### src/verilog/text_pkg.sv
package text_pkg;

        // Largest grid the field widths allow
        localparam int max_cols = 64;
        localparam int max_rows = 32;

        localparam int col_w  = $clog2(max_cols);       // Cell column field
        localparam int row_w  = $clog2(max_rows);       // Cell row field
        localparam int x_w    = $clog2(max_cols * 8) + 1; // Room for the blank
        localparam int y_w    = $clog2(max_rows * 8) + 1;
        localparam int code_w = 5;

        // 0..25 are letters, the rest draw blank
        typedef logic [code_w-1:0] char_code_t;

        // Bit 7 is the leftmost pixel
        typedef logic [7:0] glyph_row_t;

        typedef struct packed {
                logic [col_w-1:0] col;
                logic [row_w-1:0] row;
                char_code_t       code;
        } char_write_t;

        typedef struct packed {
                logic [x_w-1:0] x;
                logic [y_w-1:0] y;
                logic           active;
        } screen_pos_t;

        typedef struct packed {
                logic pixel;
                logic active;
                logic hsync;
                logic vsync;
        } video_out_t;

endpackage

### src/verilog/alphabet_font_rom_8.sv
`timescale 1ns/1ns

module alphabet_font_rom_8 (
        input  text_pkg::char_code_t char_idx,   // 0..25 for A..Z
        input  logic [2:0]           row,        // 0 is the top scan line
        output text_pkg::glyph_row_t bitmap_row
);

        // Whole glyph with the top line in the high byte
        logic [63:0] glyph;

        always_comb begin
                case (char_idx)
                5'd0:    glyph = 64'h18_24_42_42_7E_42_42_00;  // A
                5'd1:    glyph = 64'h7C_42_42_7C_42_42_7C_00;  // B
                5'd2:    glyph = 64'h3C_42_40_40_40_42_3C_00;  // C
                5'd3:    glyph = 64'h7C_42_42_42_42_42_7C_00;  // D
                5'd4:    glyph = 64'h7E_40_40_7C_40_40_7E_00;  // E
                5'd5:    glyph = 64'h7E_40_40_7C_40_40_40_00;  // F
                5'd6:    glyph = 64'h3C_42_40_4E_42_42_3C_00;  // G
                5'd7:    glyph = 64'h42_42_42_7E_42_42_42_00;  // H
                5'd8:    glyph = 64'h3C_18_18_18_18_18_3C_00;  // I
                5'd9:    glyph = 64'h1E_04_04_04_44_44_38_00;  // J
                5'd10:   glyph = 64'h42_44_48_70_48_44_42_42;  // K
                5'd11:   glyph = 64'h40_40_40_40_40_40_40_7E;  // L
                5'd12:   glyph = 64'h42_66_5A_42_42_42_42_42;  // M
                5'd13:   glyph = 64'h42_62_52_4A_46_42_42_42;  // N
                5'd14:   glyph = 64'h3C_42_42_42_42_42_42_3C;  // O
                5'd15:   glyph = 64'h7C_42_42_7C_40_40_40_40;  // P
                5'd16:   glyph = 64'h3C_42_42_42_4A_44_3A_02;  // Q
                5'd17:   glyph = 64'h7C_42_42_7C_48_44_42_42;  // R
                5'd18:   glyph = 64'h3C_42_40_3C_02_02_42_3C;  // S
                5'd19:   glyph = 64'h7E_18_18_18_18_18_18_18;  // T
                5'd20:   glyph = 64'h42_42_42_42_42_42_42_3C;  // U
                5'd21:   glyph = 64'h42_42_42_42_42_24_24_18;  // V
                5'd22:   glyph = 64'h42_42_42_42_5A_5A_66_42;  // W
                5'd23:   glyph = 64'h42_24_24_18_18_24_24_42;  // X
                5'd24:   glyph = 64'h42_24_24_18_18_18_18_18;  // Y
                5'd25:   glyph = 64'h7E_02_04_08_10_20_40_7E;  // Z
                default: glyph = '0;                           // Blank cell
                endcase
        end

        // Row r sits at bit offset 8 * (7 - r)
        assign bitmap_row = glyph[{~row, 3'b000} +: 8];

endmodule

### src/verilog/text_buffer.sv
`timescale 1ns/1ns

module text_buffer #(
        parameter int cols = 16,
        parameter int rows = 4
) (
        input  logic                       clk,
        input  logic                       char_we,
        input  text_pkg::char_write_t      char_wr,
        input  logic [text_pkg::col_w-1:0] rd_col,
        input  logic [text_pkg::row_w-1:0] rd_row,
        output text_pkg::char_code_t       rd_code
);
        import text_pkg::*;

        // Index widths for the configured grid
        localparam int col_aw = (cols > 1) ? $clog2(cols) : 1;
        localparam int row_aw = (rows > 1) ? $clog2(rows) : 1;

        char_code_t       mem [rows][cols];
        logic [col_aw-1:0] wr_c;
        logic [row_aw-1:0] wr_r;
        logic [col_aw-1:0] rd_c;
        logic [row_aw-1:0] rd_r;

        assign wr_c = char_wr.col[col_aw-1:0];
        assign wr_r = char_wr.row[row_aw-1:0];
        assign rd_c = rd_col[col_aw-1:0];
        assign rd_r = rd_row[row_aw-1:0];

        always_ff @(posedge clk) begin
                if (char_we)
                        mem[wr_r][wr_c] <= char_wr.code;
                // Same-cell read in the write cycle sees the old code
                rd_code <= mem[rd_r][rd_c];
        end

endmodule

### src/verilog/video_timing.sv
`timescale 1ns/1ns

module video_timing #(
        parameter int cols    = 16,
        parameter int rows    = 4,
        parameter int h_blank = 16,
        parameter int v_blank = 4
) (
        input  logic                  clk,
        input  logic                  reset,
        output text_pkg::screen_pos_t pos,
        output logic                  hsync,
        output logic                  vsync
);
        import text_pkg::*;

        // Active extents and the last count of each axis
        localparam logic [x_w-1:0] h_active = x_w'(cols * 8);
        localparam logic [x_w-1:0] h_last   = x_w'(cols * 8 + h_blank - 1);
        localparam logic [y_w-1:0] v_active = y_w'(rows * 8);
        localparam logic [y_w-1:0] v_last   = y_w'(rows * 8 + v_blank - 1);

        logic [x_w-1:0] x;
        logic [y_w-1:0] y;
        logic           line_end;
        logic           frame_end;
        logic           h_blanking;
        logic           v_blanking;

        assign line_end  = (x == h_last);
        assign frame_end = (y == v_last);

        always_ff @(posedge clk) begin
                if (reset) begin
                        x <= '0;
                        y <= '0;
                end else begin
                        if (line_end) begin
                                x <= '0;
                                y <= frame_end ? '0 : y + 1'b1;
                        end else begin
                                x <= x + 1'b1;
                        end
                end
        end

        assign h_blanking = (x >= h_active);
        assign v_blanking = (y >= v_active);

        assign pos.x      = x;
        assign pos.y      = y;
        assign pos.active = !h_blanking && !v_blanking;

        // Sync levels span the whole blank on each axis
        assign hsync = h_blanking;
        assign vsync = v_blanking;

endmodule

### src/verilog/glyph_renderer.sv
`timescale 1ns/1ns

module glyph_renderer #(
        parameter int cols = 16,
        parameter int rows = 4
) (
        input  logic                       clk,
        input  logic                       reset,
        input  text_pkg::screen_pos_t      pos,
        input  logic                       hsync,
        input  logic                       vsync,
        output logic [text_pkg::col_w-1:0] rd_col,
        output logic [text_pkg::row_w-1:0] rd_row,
        input  text_pkg::char_code_t       rd_code,
        output text_pkg::video_out_t       video
);
        import text_pkg::*;

        localparam logic [col_w-1:0] last_col = col_w'(cols - 1);
        localparam logic [row_w-1:0] last_row = row_w'(rows - 1);

        typedef struct packed {
                logic valid;
                logic active;
                logic hsync;
                logic vsync;
        } stage_ctl_t;

        logic [col_w-1:0] cell_col;
        logic [row_w-1:0] cell_row;

        stage_ctl_t s1_ctl;
        stage_ctl_t s2_ctl;
        stage_ctl_t s3_ctl;
        logic [2:0] s1_xoff;
        logic [2:0] s1_yoff;
        logic [2:0] s2_xoff;
        glyph_row_t font_row;
        glyph_row_t s2_row;
        logic       s3_pixel;

        // Cell address and in-glyph offset
        assign cell_col = pos.x[3 +: col_w];
        assign cell_row = pos.y[3 +: row_w];

        // Keep blank-area reads inside the grid
        assign rd_col = (cell_col > last_col) ? '0 : cell_col;
        assign rd_row = (cell_row > last_row) ? '0 : cell_row;

        alphabet_font_rom_8 u_font (
                .char_idx   (rd_code),
                .row        (s1_yoff),
                .bitmap_row (font_row)
        );

        always_ff @(posedge clk) begin
                if (reset) begin
                        s1_ctl   <= '0;
                        s2_ctl   <= '0;
                        s3_ctl   <= '0;
                        s3_pixel <= 1'b0;
                end else begin
                        s1_ctl   <= '{valid: 1'b1, active: pos.active,
                                      hsync: hsync, vsync: vsync};
                        s2_ctl   <= s1_ctl;     // Buffer code is ready alongside s1
                        s3_ctl   <= s2_ctl;
                        s3_pixel <= s2_ctl.valid && s2_ctl.active && s2_row[3'd7 - s2_xoff];
                end
        end

        always_ff @(posedge clk) begin
                s1_xoff <= pos.x[2:0];
                s1_yoff <= pos.y[2:0];
                s2_xoff <= s1_xoff;
                s2_row  <= font_row;
        end

        assign video.pixel  = s3_pixel;
        assign video.active = s3_ctl.valid && s3_ctl.active;
        assign video.hsync  = s3_ctl.hsync;
        assign video.vsync  = s3_ctl.vsync;

endmodule

### src/verilog/text_display.sv
`timescale 1ns/1ns

module text_display #(
        parameter int cols    = 16,
        parameter int rows    = 4,
        parameter int h_blank = 16,
        parameter int v_blank = 4
) (
        input  logic                  clk,
        input  logic                  reset,
        input  logic                  char_we,
        input  text_pkg::char_write_t char_wr,
        output text_pkg::video_out_t  video
);
        import text_pkg::*;

        screen_pos_t      pos;
        logic             hsync;
        logic             vsync;
        logic [col_w-1:0] rd_col;
        logic [row_w-1:0] rd_row;
        char_code_t       rd_code;

        // Raster sweep
        video_timing #(
                .cols    (cols),
                .rows    (rows),
                .h_blank (h_blank),
                .v_blank (v_blank)
        ) u_timing (
                .clk   (clk),
                .reset (reset),
                .pos   (pos),
                .hsync (hsync),
                .vsync (vsync)
        );

        text_buffer #(
                .cols (cols),
                .rows (rows)
        ) u_buffer (
                .clk     (clk),
                .char_we (char_we),     // Host write goes straight in
                .char_wr (char_wr),
                .rd_col  (rd_col),
                .rd_row  (rd_row),
                .rd_code (rd_code)
        );

        // Three cycles from position to pixel
        glyph_renderer #(
                .cols (cols),
                .rows (rows)
        ) u_renderer (
                .clk     (clk),
                .reset   (reset),
                .pos     (pos),
                .hsync   (hsync),
                .vsync   (vsync),
                .rd_col  (rd_col),
                .rd_row  (rd_row),
                .rd_code (rd_code),
                .video   (video)
        );

endmodule

### config.mk
export PLATFORM = sky130hd
export DESIGN_NAME = text_display
export DESIGN_NICKNAME = d
export VERILOG_FILES = /design/src/verilog/text_pkg.sv /design/src/verilog/alphabet_font_rom_8.sv /design/src/verilog/text_buffer.sv /design/src/verilog/video_timing.sv /design/src/verilog/glyph_renderer.sv /design/src/verilog/text_display.sv
export SDC_FILE = /design/constraint.sdc
export NUM_CORES = 1
export LEC_CHECK = 0
export BUFFER_PORTS_ARGS = -buffer_cell sky130_fd_sc_hd__buf_2
export CAP_MARGIN = 20
export CORE_MARGIN = 5
export CORE_UTILIZATION = 51
export DETAILED_ROUTE_END_ITERATION = 7
export GPL_TIMING_DRIVEN = 1
export PLACE_DENSITY = 0.67
export SKIP_CTS_REPAIR_TIMING = 1
export SLEW_MARGIN = 20
export SYNTH_ARGS = -nofsm -noshare
export SYNTH_HDL_FRONTEND = slang
export SYNTH_SLANG_ARGS = --single-unit
### constraint.sdc
create_clock -name clk -period 8.8 [get_ports clk]
set_input_delay 0 -clock clk [delete_from_list [all_inputs] [get_ports clk]]
set_output_delay 0 -clock clk [all_outputs]
set_load 0.01 [all_outputs]
After elaboration in Yosys (flattened, before gate mapping)
Memory sizes are Yosys's and may differ from the RTL's. A register that Yosys moved wholly into a read port is not among the register bits.
Cells that the tools add are included.
{"block": "op_classes", "addsub": 3, "magnitude_cmp": 8, "n_eq_ne": 2, "shift": 1, "mux": 13, "bitwise": 3, "n_reduce_logical": 8}
{"cell": "80-bit 2-to-1 mux", "n": 1}
{"cell": "64-bit by 7-bit variable part select with 8-bit output", "n": 1}
{"cell": "5-bit binary-select mux with 4-bit select", "n": 1}
{"cell": "5-bit demux with 4-bit select", "n": 1}
{"cell": "5-bit 2-to-1 mux", "n": 3}
{"cell": "10-bit by 1-bit adder with 10-bit output (second input constant)", "n": 1}
{"cell": "10-bit by 8-bit == test with 1-bit output (second input constant)", "n": 1}
{"cell": "10-bit by 8-bit >= comparator with 1-bit output (second input constant)", "n": 1}
{"cell": "5-bit >= comparator (second input constant)", "n": 2}
{"cell": "4-bit NOT with 5-bit output", "n": 2}
{"cell": "9-bit by 1-bit adder with 9-bit output (second input constant)", "n": 1}
{"cell": "9-bit by 6-bit == test with 1-bit output (second input constant)", "n": 1}
{"cell": "9-bit by 6-bit >= comparator with 1-bit output (second input constant)", "n": 1}
{"cell": "9-bit 2-to-1 mux", "n": 1}
{"cell": "4-bit 2-to-1 mux", "n": 2}
{"cell": "6-bit by 4-bit greater-than comparator with 1-bit output (second input constant)", "n": 1}
{"cell": "5-bit by 2-bit greater-than comparator with 1-bit output (second input constant)", "n": 1}
{"cell": "1-bit logical AND", "n": 5}
{"cell": "5-bit by 1-bit less-than comparator with 1-bit output (second input constant)", "n": 1}
{"cell": "3-bit by 4-bit less-than comparator with 1-bit output (second input constant)", "n": 1}
{"cell": "1-bit binary-select mux with 3-bit select", "n": 1}
{"cell": "3-bit NOT", "n": 1}
{"cell": "3-bit subtractor (first input constant)", "n": 1}
{"cell": "1-bit logical NOT", "n": 2}
{"cell": "3 further kinds", "n": 4}
{"block": "word_totals", "regBits": 49, "ramBits": 320, "rom_bits": 1536, "word_cells": 59, "n_memories": 2}
{"name": "(no name shown)", "depth": 32, "width": 48, "rd": 1, "rd_clocked_by_memory_dff": 1, "wr": 0, "line_no": "alphabet_font_rom_8.sv:13", "rtl": "case (char_idx)"}
{"name": "u_buffer.mem", "depth": 4, "width": 80, "rd": 1, "rd_clocked_by_memory_dff": 0, "wr": 1, "line_no": "text_buffer.sv:20", "rtl": "char_code_t mem [rows][cols];"}

Logic depth before layout (Yosys ltp)
Gate-level depths: netlist (run 1).
{"block": "logic_depth", "word_depth": 6, "mapped_depth": 18}

Hierarchy
A second synthesis (run 1) with hierarchy kept.
{"block": "hier_totals", "cells_unflattened": 1041, "area_unflattened_um2": 16275.6}
{"module": "text_buffer", "instances": 1, "cells_per_inst": 633, "area_per_inst_um2": 12824.8}
{"module": "alphabet_font_rom_8", "instances": 1, "cells_per_inst": 234, "area_per_inst_um2": 1660.3}
{"module": "video_timing", "instances": 1, "cells_per_inst": 105, "area_per_inst_um2": 919.6}
{"module": "glyph_renderer", "instances": 1, "cells_per_inst": 69, "area_per_inst_um2": 870.8}

Least setup slack after synthesis (run 1)
No wires, ideal clock.
{"block": "synth_timing", "kind": "reg-to-reg", "startpoint": "register u_timing.y[7]", "endpoint": "register, netlist name u_renderer.u_font.glyph[54]", "arrival_ns": 3.659, "slack_ns": 5.026, "path_stages_with_launch": 17, "path_buffers": 5, "period_less_slack_ns": 3.774, "path_cell_list": "dfxtp_1 buf_2 or4b_4 buf_6 buf_6 buf_2 mux4_2 a21oi_1 nand4_1 nand4_1 o31ai_4 inv_2 ha_1 clkbuf_1 inv_1 or3_1 o21a_1"}
{"block": "synth_between", "elab_chain_len": 6}
{"element": "from (decl)", "line_no": "video_timing.sv:24", "rtl": "logic [y_w-1:0] y;"}
{"element": "from (signal assigned)", "line_no": "video_timing.sv:40", "rtl": "y <= frame_end ? '0 : y + 1'b1;"}
{"element": "5-bit by 2-bit greater-than comparator with 1-bit output", "line_no": "glyph_renderer.sv:48", "rtl": "assign rd_row = (cell_row > last_row) ? '0 : cell_row;"}
{"element": "2-bit 2-to-1 mux", "line_no": "glyph_renderer.sv:48"}
{"element": "memory read 4 x 80 bit"}
{"element": "5-bit binary-select mux with 4-bit select", "line_no": "text_buffer.sv:35", "rtl": "rd_code <= mem[rd_r][rd_c];"}
{"element": "5-bit 2-to-1 mux (not written as such) (2 in series)", "line_no": "text_buffer.sv:35"}
Every way passes these cells. The select of a mux whose other input is x is not followed.
A chain may end at the register's enable or synchronous reset.

Final worst setup path (run 1)
{"block": "layout_timing", "startpoint": "register u_timing.x[3]", "endpoint": "register, netlist name u_renderer.u_font.glyph[36]"}
{"block": "layout_between", "elab_chain_len": 6}
{"element": "from (decl)", "line_no": "video_timing.sv:23", "rtl": "logic [x_w-1:0] x;"}
{"element": "from (signal assigned)", "line_no": "video_timing.sv:42", "rtl": "x <= x + 1'b1;"}
{"element": "6-bit by 4-bit greater-than comparator with 1-bit output", "line_no": "glyph_renderer.sv:47", "rtl": "assign rd_col = (cell_col > last_col) ? '0 : cell_col;"}
{"element": "4-bit 2-to-1 mux *", "line_no": "glyph_renderer.sv:47"}
{"element": "4-bit NOT with 5-bit output (not written as such) *", "line_no": "text_buffer.sv:35"}
{"element": "5-bit binary-select mux with 4-bit select *", "line_no": "text_buffer.sv:35"}
{"element": "5-bit 2-to-1 mux (not written as such) * (2 in series)", "line_no": "text_buffer.sv:35"}
Every way passes the cells marked *; elsewhere a longest branch is shown, timed or not. The select of a mux whose other input is x is not followed.

==> results.md, run 1 <==
Drt:
- The total via count in the routed design is 11.43k.
- The number of nets with antenna violations after routing is 0.
- The final layout contains routed wiring with a total length of 43.69 mm.
- Before antenna repair, the detailed router went through 5 iterations.
- The post-detailed-route via-to-cell ratio is 6.137.
- The per-cell routed wire length is 23.46 um.
- The number of violations reported at the end of detailed-routing iteration 0 is 1193.
- For this run, design rule violations remaining after detail routing come to 0.

Placed design:
- The post-place instance area is 18010 um^2.
- The cell count after placement is 1780.
- The worst-case setup slack after placement is 3571 ps.
- At the end of routability-driven placement, the weighted congestion stood at 0.8856.
- The wire-length estimate of the detail-placed layout is 26.39 mm.
- Input and output buffers added on the ports amount to 17.

Synth:
- Synthesis produced 1391 cells.
- For this run, the leading register cell type out of synthesis is sky130_fd_sc_hd__edfxtp_1.
- The post-synth design cell area is 17680 um^2.
- Of the total synthesized cell area, the portion taken by full adders, half adders and majority gates is 0.01062.
- The number of distinct library cell variants in the gate-level netlist after synthesis is 91.
- The post-synthesis sequential element count is 409.
- The mux contribution to synthesized area is 0.05867.
- During synthesis, Yosys emitted a total of 0 warnings.
- Of the total synthesized cell area, the portion taken by AND, OR, NAND and NOR gates is 0.1129.
- The proportion of synthesized chip area in sequential cells is 0.6443.
- The share of synthesized flip-flops with an asynchronous set or reset is 0.
- The average instance area after synthesis is 12.71 um^2.
- The synthesized design contains 320 enable-type register cells.
- Of the total synthesized cell area, the portion taken by XOR and XNOR cells is 0.007926.
- The dominant combinational cell family by area after synthesis is compound AO/OA/AOI/OAI gates.
- Synthesis produced a netlist with a net count of 1425.
- The compound-cell area share of the yosys netlist is 0.1301.

Die:
- The height of the die is 196.2 um.
- The die outline width is 196.2 um.
- The initial utilization of the core area, before any placement, comes to 0.5143.
- The region available for standard cell placement spans 34370 um^2.
- After floorplanning, the core was divided into 68 placement rows.
- The die covers 38490 um^2.
- The total I/O pin count is 23.

Global route:
- The wire length of the first global-routing pass is 66.67 mm.
- The initial antenna violation count is 0.
- The number of global-route vias before repair is 11.16k.
- The total overflow left after global routing is 0.
- Across every metal layer, demand over resource in global routing totals 0.2251.
- The pin count of the biggest net entering global routing is 65.

Timing:
- Between clock sinks in the finished design, the worst skew comes to 18.42 ps.
- The max-slew violation count is 0.
- The worst path meets setup with 3433 ps of slack.
- The shortest period the worst path allows is 5367 ps.
- Setup repair after global routing left no endpoint under its margin.
- Setup total negative slack on the finished layout was measured at 0 ps.
- The post-route fraction of the period consumed by the critical path is 0.6099.
- The number of failing setup endpoints in the final timing report is 0.
- The tightest slew margin relative to the limit is 0.2135.
- The maximum clock frequency is 0.1863 GHz.
- The total count of hold-check failures in the final report is 0.
- The worst hold-check slack is 22.32 ps.
- For the pin with the worst max-slew slack, the measured transition is 1180 ps.

Clock tree:
- The tree built by TritonCTS fans out to 409 sinks.
- The clock tree from TritonCTS is yes.
- The number of CTS-inserted buffers is 44.
- The clock passes through at most 3 buffers.
- The clock-pin transition on the worst setup and hold timing paths is 60 ps.
- The clock latency at the later pin of the worst-skew pair is 580 ps.
- CTS built an H-tree with a depth of 2.
- The tree is rooted in a sky130_fd_sc_hd__clkbuf_16.

Finish:
- The combined area of the multi-input logic cells is 5689 um^2.
- The library cells used most frequently in the layout, excluding fill and tap cells, are sky130_fd_sc_hd__edfxtp_1 (320), sky130_fd_sc_hd__nor2_1 (169), sky130_fd_sc_hd__nand2_1 (96).
- The number of antenna diodes in the final layout is 0.
- From synthesis to final layout, the design area changed by 9.398%.
- The final-stage net count is 1406.
- In the final layout, the share of cells above drive strength 1 is 0.1244.
- Counting the fill cells in the layout gives 2831.
- The most common cell after layout, fill and taps aside is sky130_fd_sc_hd__edfxtp_1.
- After routing the design area is 19340 um^2.
- The combined flip-flop and latch cell area is 11400 um^2.
- The finished layout holds 1862 standard cells, fillers aside.

Setup path:
- Data on the critical path arrives at its endpoint at 5830 ps.
- The dominant delay contributor by cell family on the critical path is simple AND/OR/NAND/NOR gates.
- The peak fanout along the critical path is 22.
- The setup check on the worst reg-to-reg path leaves a slack of 3430 ps.
- The critical path is of the flip-flop to flip-flop type.
- Traced cell by cell, the critical path runs through nor3b_4 > buf_4 > and2_1 > o221ai_1 > nand4_1 > o21ai_0 > o211ai_2 > ha_1 > inv_1 > mux4_2 > o21ai_0.
- In this design, the critical path's most frequently occurring cell is sky130_fd_sc_hd__o21ai_0.
- The category of the worst setup path launch point is a flip-flop.
- The element type at the critical path end is a flip-flop.
- The endpoint identified for the worst register-to-register timing path is u_renderer.u_font.glyph[36].
- The number of buffers and inverters on the critical path is 2.
- The largest single stage delay on the critical path is 810 ps.
- The number of cells on the worst reg-to-reg path is 11.
- At the worst endpoint, the required time is 9260 ps.
- The reg-to-reg critical path startpoint is u_timing.x[3].
- The cell with the biggest individual delay on the critical path is sky130_fd_sc_hd__nor3b_4.

Power:
- The analysis attributes to cell leakage a power of 0.006445 uW.
- The maximum ir drop on the vdd rail is 0.0001761 V.
- In this run the power density over the cells is 201.0 nW/um^2.

Hold path:
- The class of the tightest hold or removal check is input port to flip-flop.
- The path with the worst hold slack has its endpoint at u_buffer.mem[3][3].
- The startpoint of the lowest-slack hold path is char_wr[11].
- The worst hold path cell count is 3.

Outcome:
- The flow ran to the end, and the final reports show no timing, DRC or antenna violations.

Flow run:
- The number of violations of the max-capacitance limit is 0.
-- metal layers --
layer / wire length, um / up-vias / track usage / part of all wire
met5: 0 / - / 0 / 0
li1: - / 5200 / - / -
met1: 18390 / 5640 / 0.3178 / 0.42
met4: 1050 / 0 / 0.07163 / 0.024
met3: 3432 / 69 / 0.03692 / 0.079
met2: 20810 / 518 / 0.3609 / 0.48
-- cell families after synthesis --
| group | Yosys count |
|---|---|
| adder cells (fa/ha/maj) | 15 |
| flip-flops | 409 |
| AO/OA/AOI/OAI | 318 |
| multiplexers | 79 |
| buffers and inverters | 135 |
| AND/OR/NAND/NOR | 419 |
| XOR/XNOR | 16 |
-- worst max-delay path by stage --
stage / from / endpoint / slack, ps / cells past startpoint
final: u_timing.x[3] / u_renderer.u_font.glyph[36] / 3430 / 11
after global placement: u_timing.x[3] / u_renderer.u_font.glyph[36] / 3640 / 11
after detailed placement: u_timing.x[3] / u_renderer.u_font.glyph[36] / 3570 / 11
after CTS: u_timing.x[3] / u_renderer.u_font.glyph[36] / 3540 / 11
after global routing: u_timing.x[3] / u_renderer.u_font.glyph[36] / 3230 / 11
after floorplan: u_timing.y[7] / u_renderer.u_font.glyph[54] / 5030 / 16
-- worst min-delay path, stage by stage --
cell and delay (ps):
sky130_fd_sc_hd__buf_2 140, sky130_fd_sc_hd__nand3_1 130, sky130_fd_sc_hd__nor2_1 130
-- flip-flops by register name (all words and copies together) (netlist names) --
signal and flops:
u_timing.x 10, u_renderer.s3_pixel 1, u_timing.y 9, u_renderer.s1_xoff 3
u_renderer.s2_ctl 4, u_renderer.s2_row 6, u_renderer.s1_yoff 3, u_buffer.mem 320
u_renderer.s2_xoff 3, u_renderer.s1_ctl 4, u_renderer.s3_ctl 2, u_renderer.video 2
u_renderer.u_font.glyph 42
-- where the power goes --
group,total [uW],switching (uW),internal (uW)
clock,1700,751,946
sequential,2110,6.91,2100
combinational,83.8,63.5,20.3
total,3890,821,3070
-- area by class of cell --
class / count / area share
Clock buffer: 55 / 0.06016
Multi-Input combinational cell: 847 / 0.2942
Clock inverter: 26 / 0.007957
Timing Repair Buffer: 39 / 0.01307
Tap cell: 455 / 0.02943
Inverter: 31 / 0.006016
Sequential cell: 409 / 0.5892
-- synthesized netlist by cell type (all sizes together), types with 5 or more instances --
library cell / n / area share
o21a: 6 / 0.0025
nand3: 29 / 0.0082
or2: 8 / 0.0028
a221o: 5 / 0.0028
nor3: 19 / 0.0059
inv: 31 / 0.0066
mux4: 18 / 0.023
nand2: 96 / 0.020
mux2: 17 / 0.011
buf: 59 / 0.019
ha: 15 / 0.011
a31oi: 11 / 0.0039
mux2i: 44 / 0.025
o21ai: 65 / 0.019
xnor2: 9 / 0.0045
o32ai: 6 / 0.0030
a21o: 6 / 0.0025
nand4: 8 / 0.0028
a21oi: 58 / 0.016
or3: 6 / 0.0021
and2: 9 / 0.0032
and3: 6 / 0.0021
clkbuf: 45 / 0.0096
a211oi: 23 / 0.010
nand2b: 21 / 0.0079
nor2: 172 / 0.037
nor2b: 22 / 0.0078
dfxtp: 89 / 0.10
o22ai: 9 / 0.0032
o211ai: 24 / 0.011
edfxtp: 320 / 0.54
a2bb2oi: 16 / 0.0090
o221ai: 14 / 0.0076
o2111ai: 18 / 0.0089
xor2: 7 / 0.0035
a22oi: 13 / 0.0061
-- stage by stage --
step | utilization | power (uW)
floorplan | - | 2184
global placement | 0.5241 | 2228
detailed placement | 0.5241 | 2231
CTS | 0.5624 | 3914
global route | 0.5627 | 4005
finish | 0.5627 | 3888
Note: power is estimated with default switching activity, not from simulation.
==> run 2, diff against run 1 <==
Clock period 8.8 ns to 5.4 ns, I/O delays scaled along.
==> results.md, run 2 (synthesized netlist as in run 1, its figures left out) <==
Finish:
- Leaving out fill and tap cells, the most frequent cell in the layout is sky130_fd_sc_hd__edfxtp_1.
- The register containing the most flip-flops in the final layout is u_buffer.mem.
- The fraction of the core area covered by cells at the end of the flow was 0.5732 (+0.01056).
- The number of flip-flops in the largest register came to 320 (unchanged).
- The combined area of the multi-input logic cells is 5689 um^2 (unchanged).
- The design area came to 19700 um^2 (+1.9%).
- The combined flip-flop and latch cell area was 11400 um^2 (unchanged).
- The antenna diode instance count is 0 (unchanged).
- The area added between synthesis and finish is 11.45%.
- The number of filler instances in the final layout came to 2744 (-3.1%).
- In the layout the commonest cells are sky130_fd_sc_hd__edfxtp_1 (320), sky130_fd_sc_hd__nor2_1 (169), sky130_fd_sc_hd__nand2_1 (96).
- The final-stage net count is 1421 (+1.1%).
- The fraction of final layout cells with drive strength greater than 1 is 0.1407 (+0.01637).

Global route:
- The pin count of the biggest net entering global routing came to 111 (+71%).
- The number of global-route vias before repair came to 11.16k (-0.027%).
- The overall routing resource usage came to 0.2237 (-0.001404).
- The wire length of the first global-routing pass came to 66.47 mm (-0.30%).
- The initial antenna violation count is 0 (unchanged).
- The remaining global-route overflow is 0 (unchanged).

Setup path:
- The cell family contributing the most delay on the critical path is compound AO/OA/AOI/OAI gates.
- The biggest cell delay along the critical path is 1000 ps (+190 ps).
- The element type at the critical path end is a flip-flop.
- The worst path arrival time is 5150 ps (-680 ps).
- The number of buffers and inverters on the critical path is 1 (-1).
- The category of the worst setup path launch point is a flip-flop.
- The cell with the biggest individual delay on the critical path is sky130_fd_sc_hd__or4b_1.
- The peak fanout along the critical path is 19 (-14%).
- The data required time of the worst path is 5850 ps (-3410 ps).
- The worst setup path is of the flip-flop to flip-flop kind.
- Walking the worst path, the cells encountered are or4b_1 > a211oi_1 > o32ai_1 > a22oi_1 > a21oi_1 > o31ai_4 > inv_2 > ha_1 > mux4_2 > o21ai_0.

Drt:
- The post-detailed-route via-to-cell ratio is 6.187 (+0.81%).
- The number of remaining DRC errors is 0 (unchanged).
- The number of nets with antenna violations after routing is 0 (unchanged).
- The per-cell routed wire length is 23.29 um (-0.72%).
- The total wire length came to 43.70 mm (about the same).
- The total iterations of the first detailed-routing run is 8 (+3).
- The number of violations reported at the end of detailed-routing iteration 0 was 1460 (+22%).
- The total via count in the routed design is 11.61k (+1.6%).

Placed design:
- The worst-case setup slack after placement came to 807.3 ps (-2763 ps).
- The count of port buffers added during placement is 17 (unchanged).
- The routability congestion estimate from global placement is 0.9003 (+1.7%).
- The placed wire-length estimate after detailed placement came to 26.93 mm (+2.1%).
- The post-place instance area is 18190 um^2 (+0.99%).

Power:
- The combinational power share is 0.021 (about the same).
- The net switching fraction of the power came to 0.1954 (-0.01590).
- The clock group share of total power was 0.462 (+0.026).
- The internal power is 5343 uW (+74%).
- The power per cell area is 337.0 nW/um^2 (+68%).
- The proportion of power drawn by flip-flops and latches was 0.517 (-0.025).
- The switching power was 1297 uW (+58%).
- The static leakage came to 0.006636 uW (+3.0%).
- The maximum ir drop on the vdd rail is 0.0003024 V (+72%).

Die:
- The initial standard-cell utilization of the core is 0.5143 (unchanged).
- The total I/O pin count is 23 (unchanged).
- The number of core rows was 68 (unchanged).
- The height of the die is 196.2 um (unchanged).
- The die area is 38490 um^2 (unchanged).
- The die outline width is 196.2 um (unchanged).
- The core outline area is 34370 um^2 (unchanged).

Timing:
- The final critical-path setup slack is 693.8 ps (-2739 ps).
- The number of failing setup endpoints in the final timing report came to 0 (unchanged).
- The max-slew violation count was 0 (unchanged).
- Setup repair after global routing left no endpoint under its margin.
- The shortest period the worst path allows is 4706 ps (-660.8 ps).
- The final setup skew is 19.17 ps (+0.7464 ps).
- The sum of negative setup slack was 0 ps (unchanged).
- The post-route fraction of the period consumed by the critical path came to 0.8715 (+0.2616).
- The slew of the pin with the lowest slew margin is 1116 ps (-63.21 ps).
- The tightest slew margin relative to the limit came to 0.2557 (+0.04214).
- The total count of hold-check failures in the final report is 0 (unchanged).
- The maximum clock frequency is 0.2125 GHz (+14%).

Clock tree:
- The clock-pin transition on the worst setup and hold timing paths is 60 ps (about the same).
- TritonCTS built the clock tree.
- The number of CTS-inserted buffers is 42 (-4.5%).
- The clock latency at the later pin of the worst-skew pair was 550 ps (-30 ps).
- The root buffer cell chosen for the clock tree is sky130_fd_sc_hd__clkbuf_16.
- The number of buffers on the longest clock path is 3 (unchanged).
- The clock net sink count is 409 (unchanged).
- The CTS H-tree depth is 2 (unchanged).

Outcome:
- The run finished with clean final reports.

Hold path:
- The min-delay analysis places its worst path in the category input port to flip-flop.

Flow run:
- The number of violations of the max-capacitance limit is 0 (unchanged).
## run 2: cell types whose count changed in the layout (fill, tap and decap cells not counted), moves of 4 or more
cell and delta:
sky130_fd_sc_hd__buf_12 +4, sky130_fd_sc_hd__buf_4 +13, sky130_fd_sc_hd__bufinv_16 +4, sky130_fd_sc_hd__clkbuf_1 -4, sky130_fd_sc_hd__clkbuf_16 +5, sky130_fd_sc_hd__clkinv_1 -7
## run 2: power by group through the flow
| stage | logic [uW] | clock network, uW | registers [uW] |
|---|---|---|---|
| final | 138 | 3070 | 3430 |
| after global routing | 149 | 3250 | 3430 |
| after CTS | 137 | 3110 | 3430 |
| after detailed placement | 137 | 0 | 3500 |
| after global placement | 135 | 0 | 3500 |
| after floorplan | 62.2 | 0 | 3500 |
## run 2: worst paths after layout
path                                             from                          end  slack [ps]  cells past startpoint
worst max-delay path                    u_timing.y[5]  u_renderer.u_font.glyph[36]         690                     10
worst min-delay path                      char_wr[11]           u_buffer.mem[0][0]          60                      3
worst max register to register          u_timing.y[5]  u_renderer.u_font.glyph[36]         690                     10
worst min register to register  u_renderer.s1_xoff[1]        u_renderer.s2_xoff[1]         320                      0
## run 2: stage by stage
| step | total power, uW | hold WS, ps | instances |
|---|---|---|---|
| after floorplan | 3559 | 71.61 | 1391 |
| after global placement | 3633 | 313.5 | 1797 |
| after detailed placement | 3637 | 313.8 | 1797 |
| after CTS | 6680 | -236.4 | 1875 |
| after global routing | 6835 | 66.97 | 1876 |
| final | 6640 | 59.49 | 1876 |
## run 2: per-layer routing
metal | track usage | part of all wire | up-vias
met1 | 0.3193 | 0.41 | 5689
met4 | 0.07629 | 0.033 | 0
met2 | 0.3510 | 0.47 | 578
li1 | - | - | 5238
met5 | 0 | 0 | -
met3 | 0.03830 | 0.088 | 101
## run 2: cell type report
cell class                 count  area share
tap                          455     0.02889
inverter                      31    0.005906
clock buffer                  59     0.06642
timing repair buffer          56     0.02184
sequential                   409      0.5784
clock inverter                19    0.009843
multi-input combinational    847      0.2887
## run 2: worst register-to-register path, delay by kind of cell, from the launching register on
| kind | cells | cell delay (ps) |
|---|---|---|
| buf+inv | 1 | 260 |
| fa+ha+maj | 1 | 430 |
| simple gates | 1 | 1000 |
| mux | 1 | 500 |
| compound gates | 6 | 1960 |
| flops | 1 | 470 |
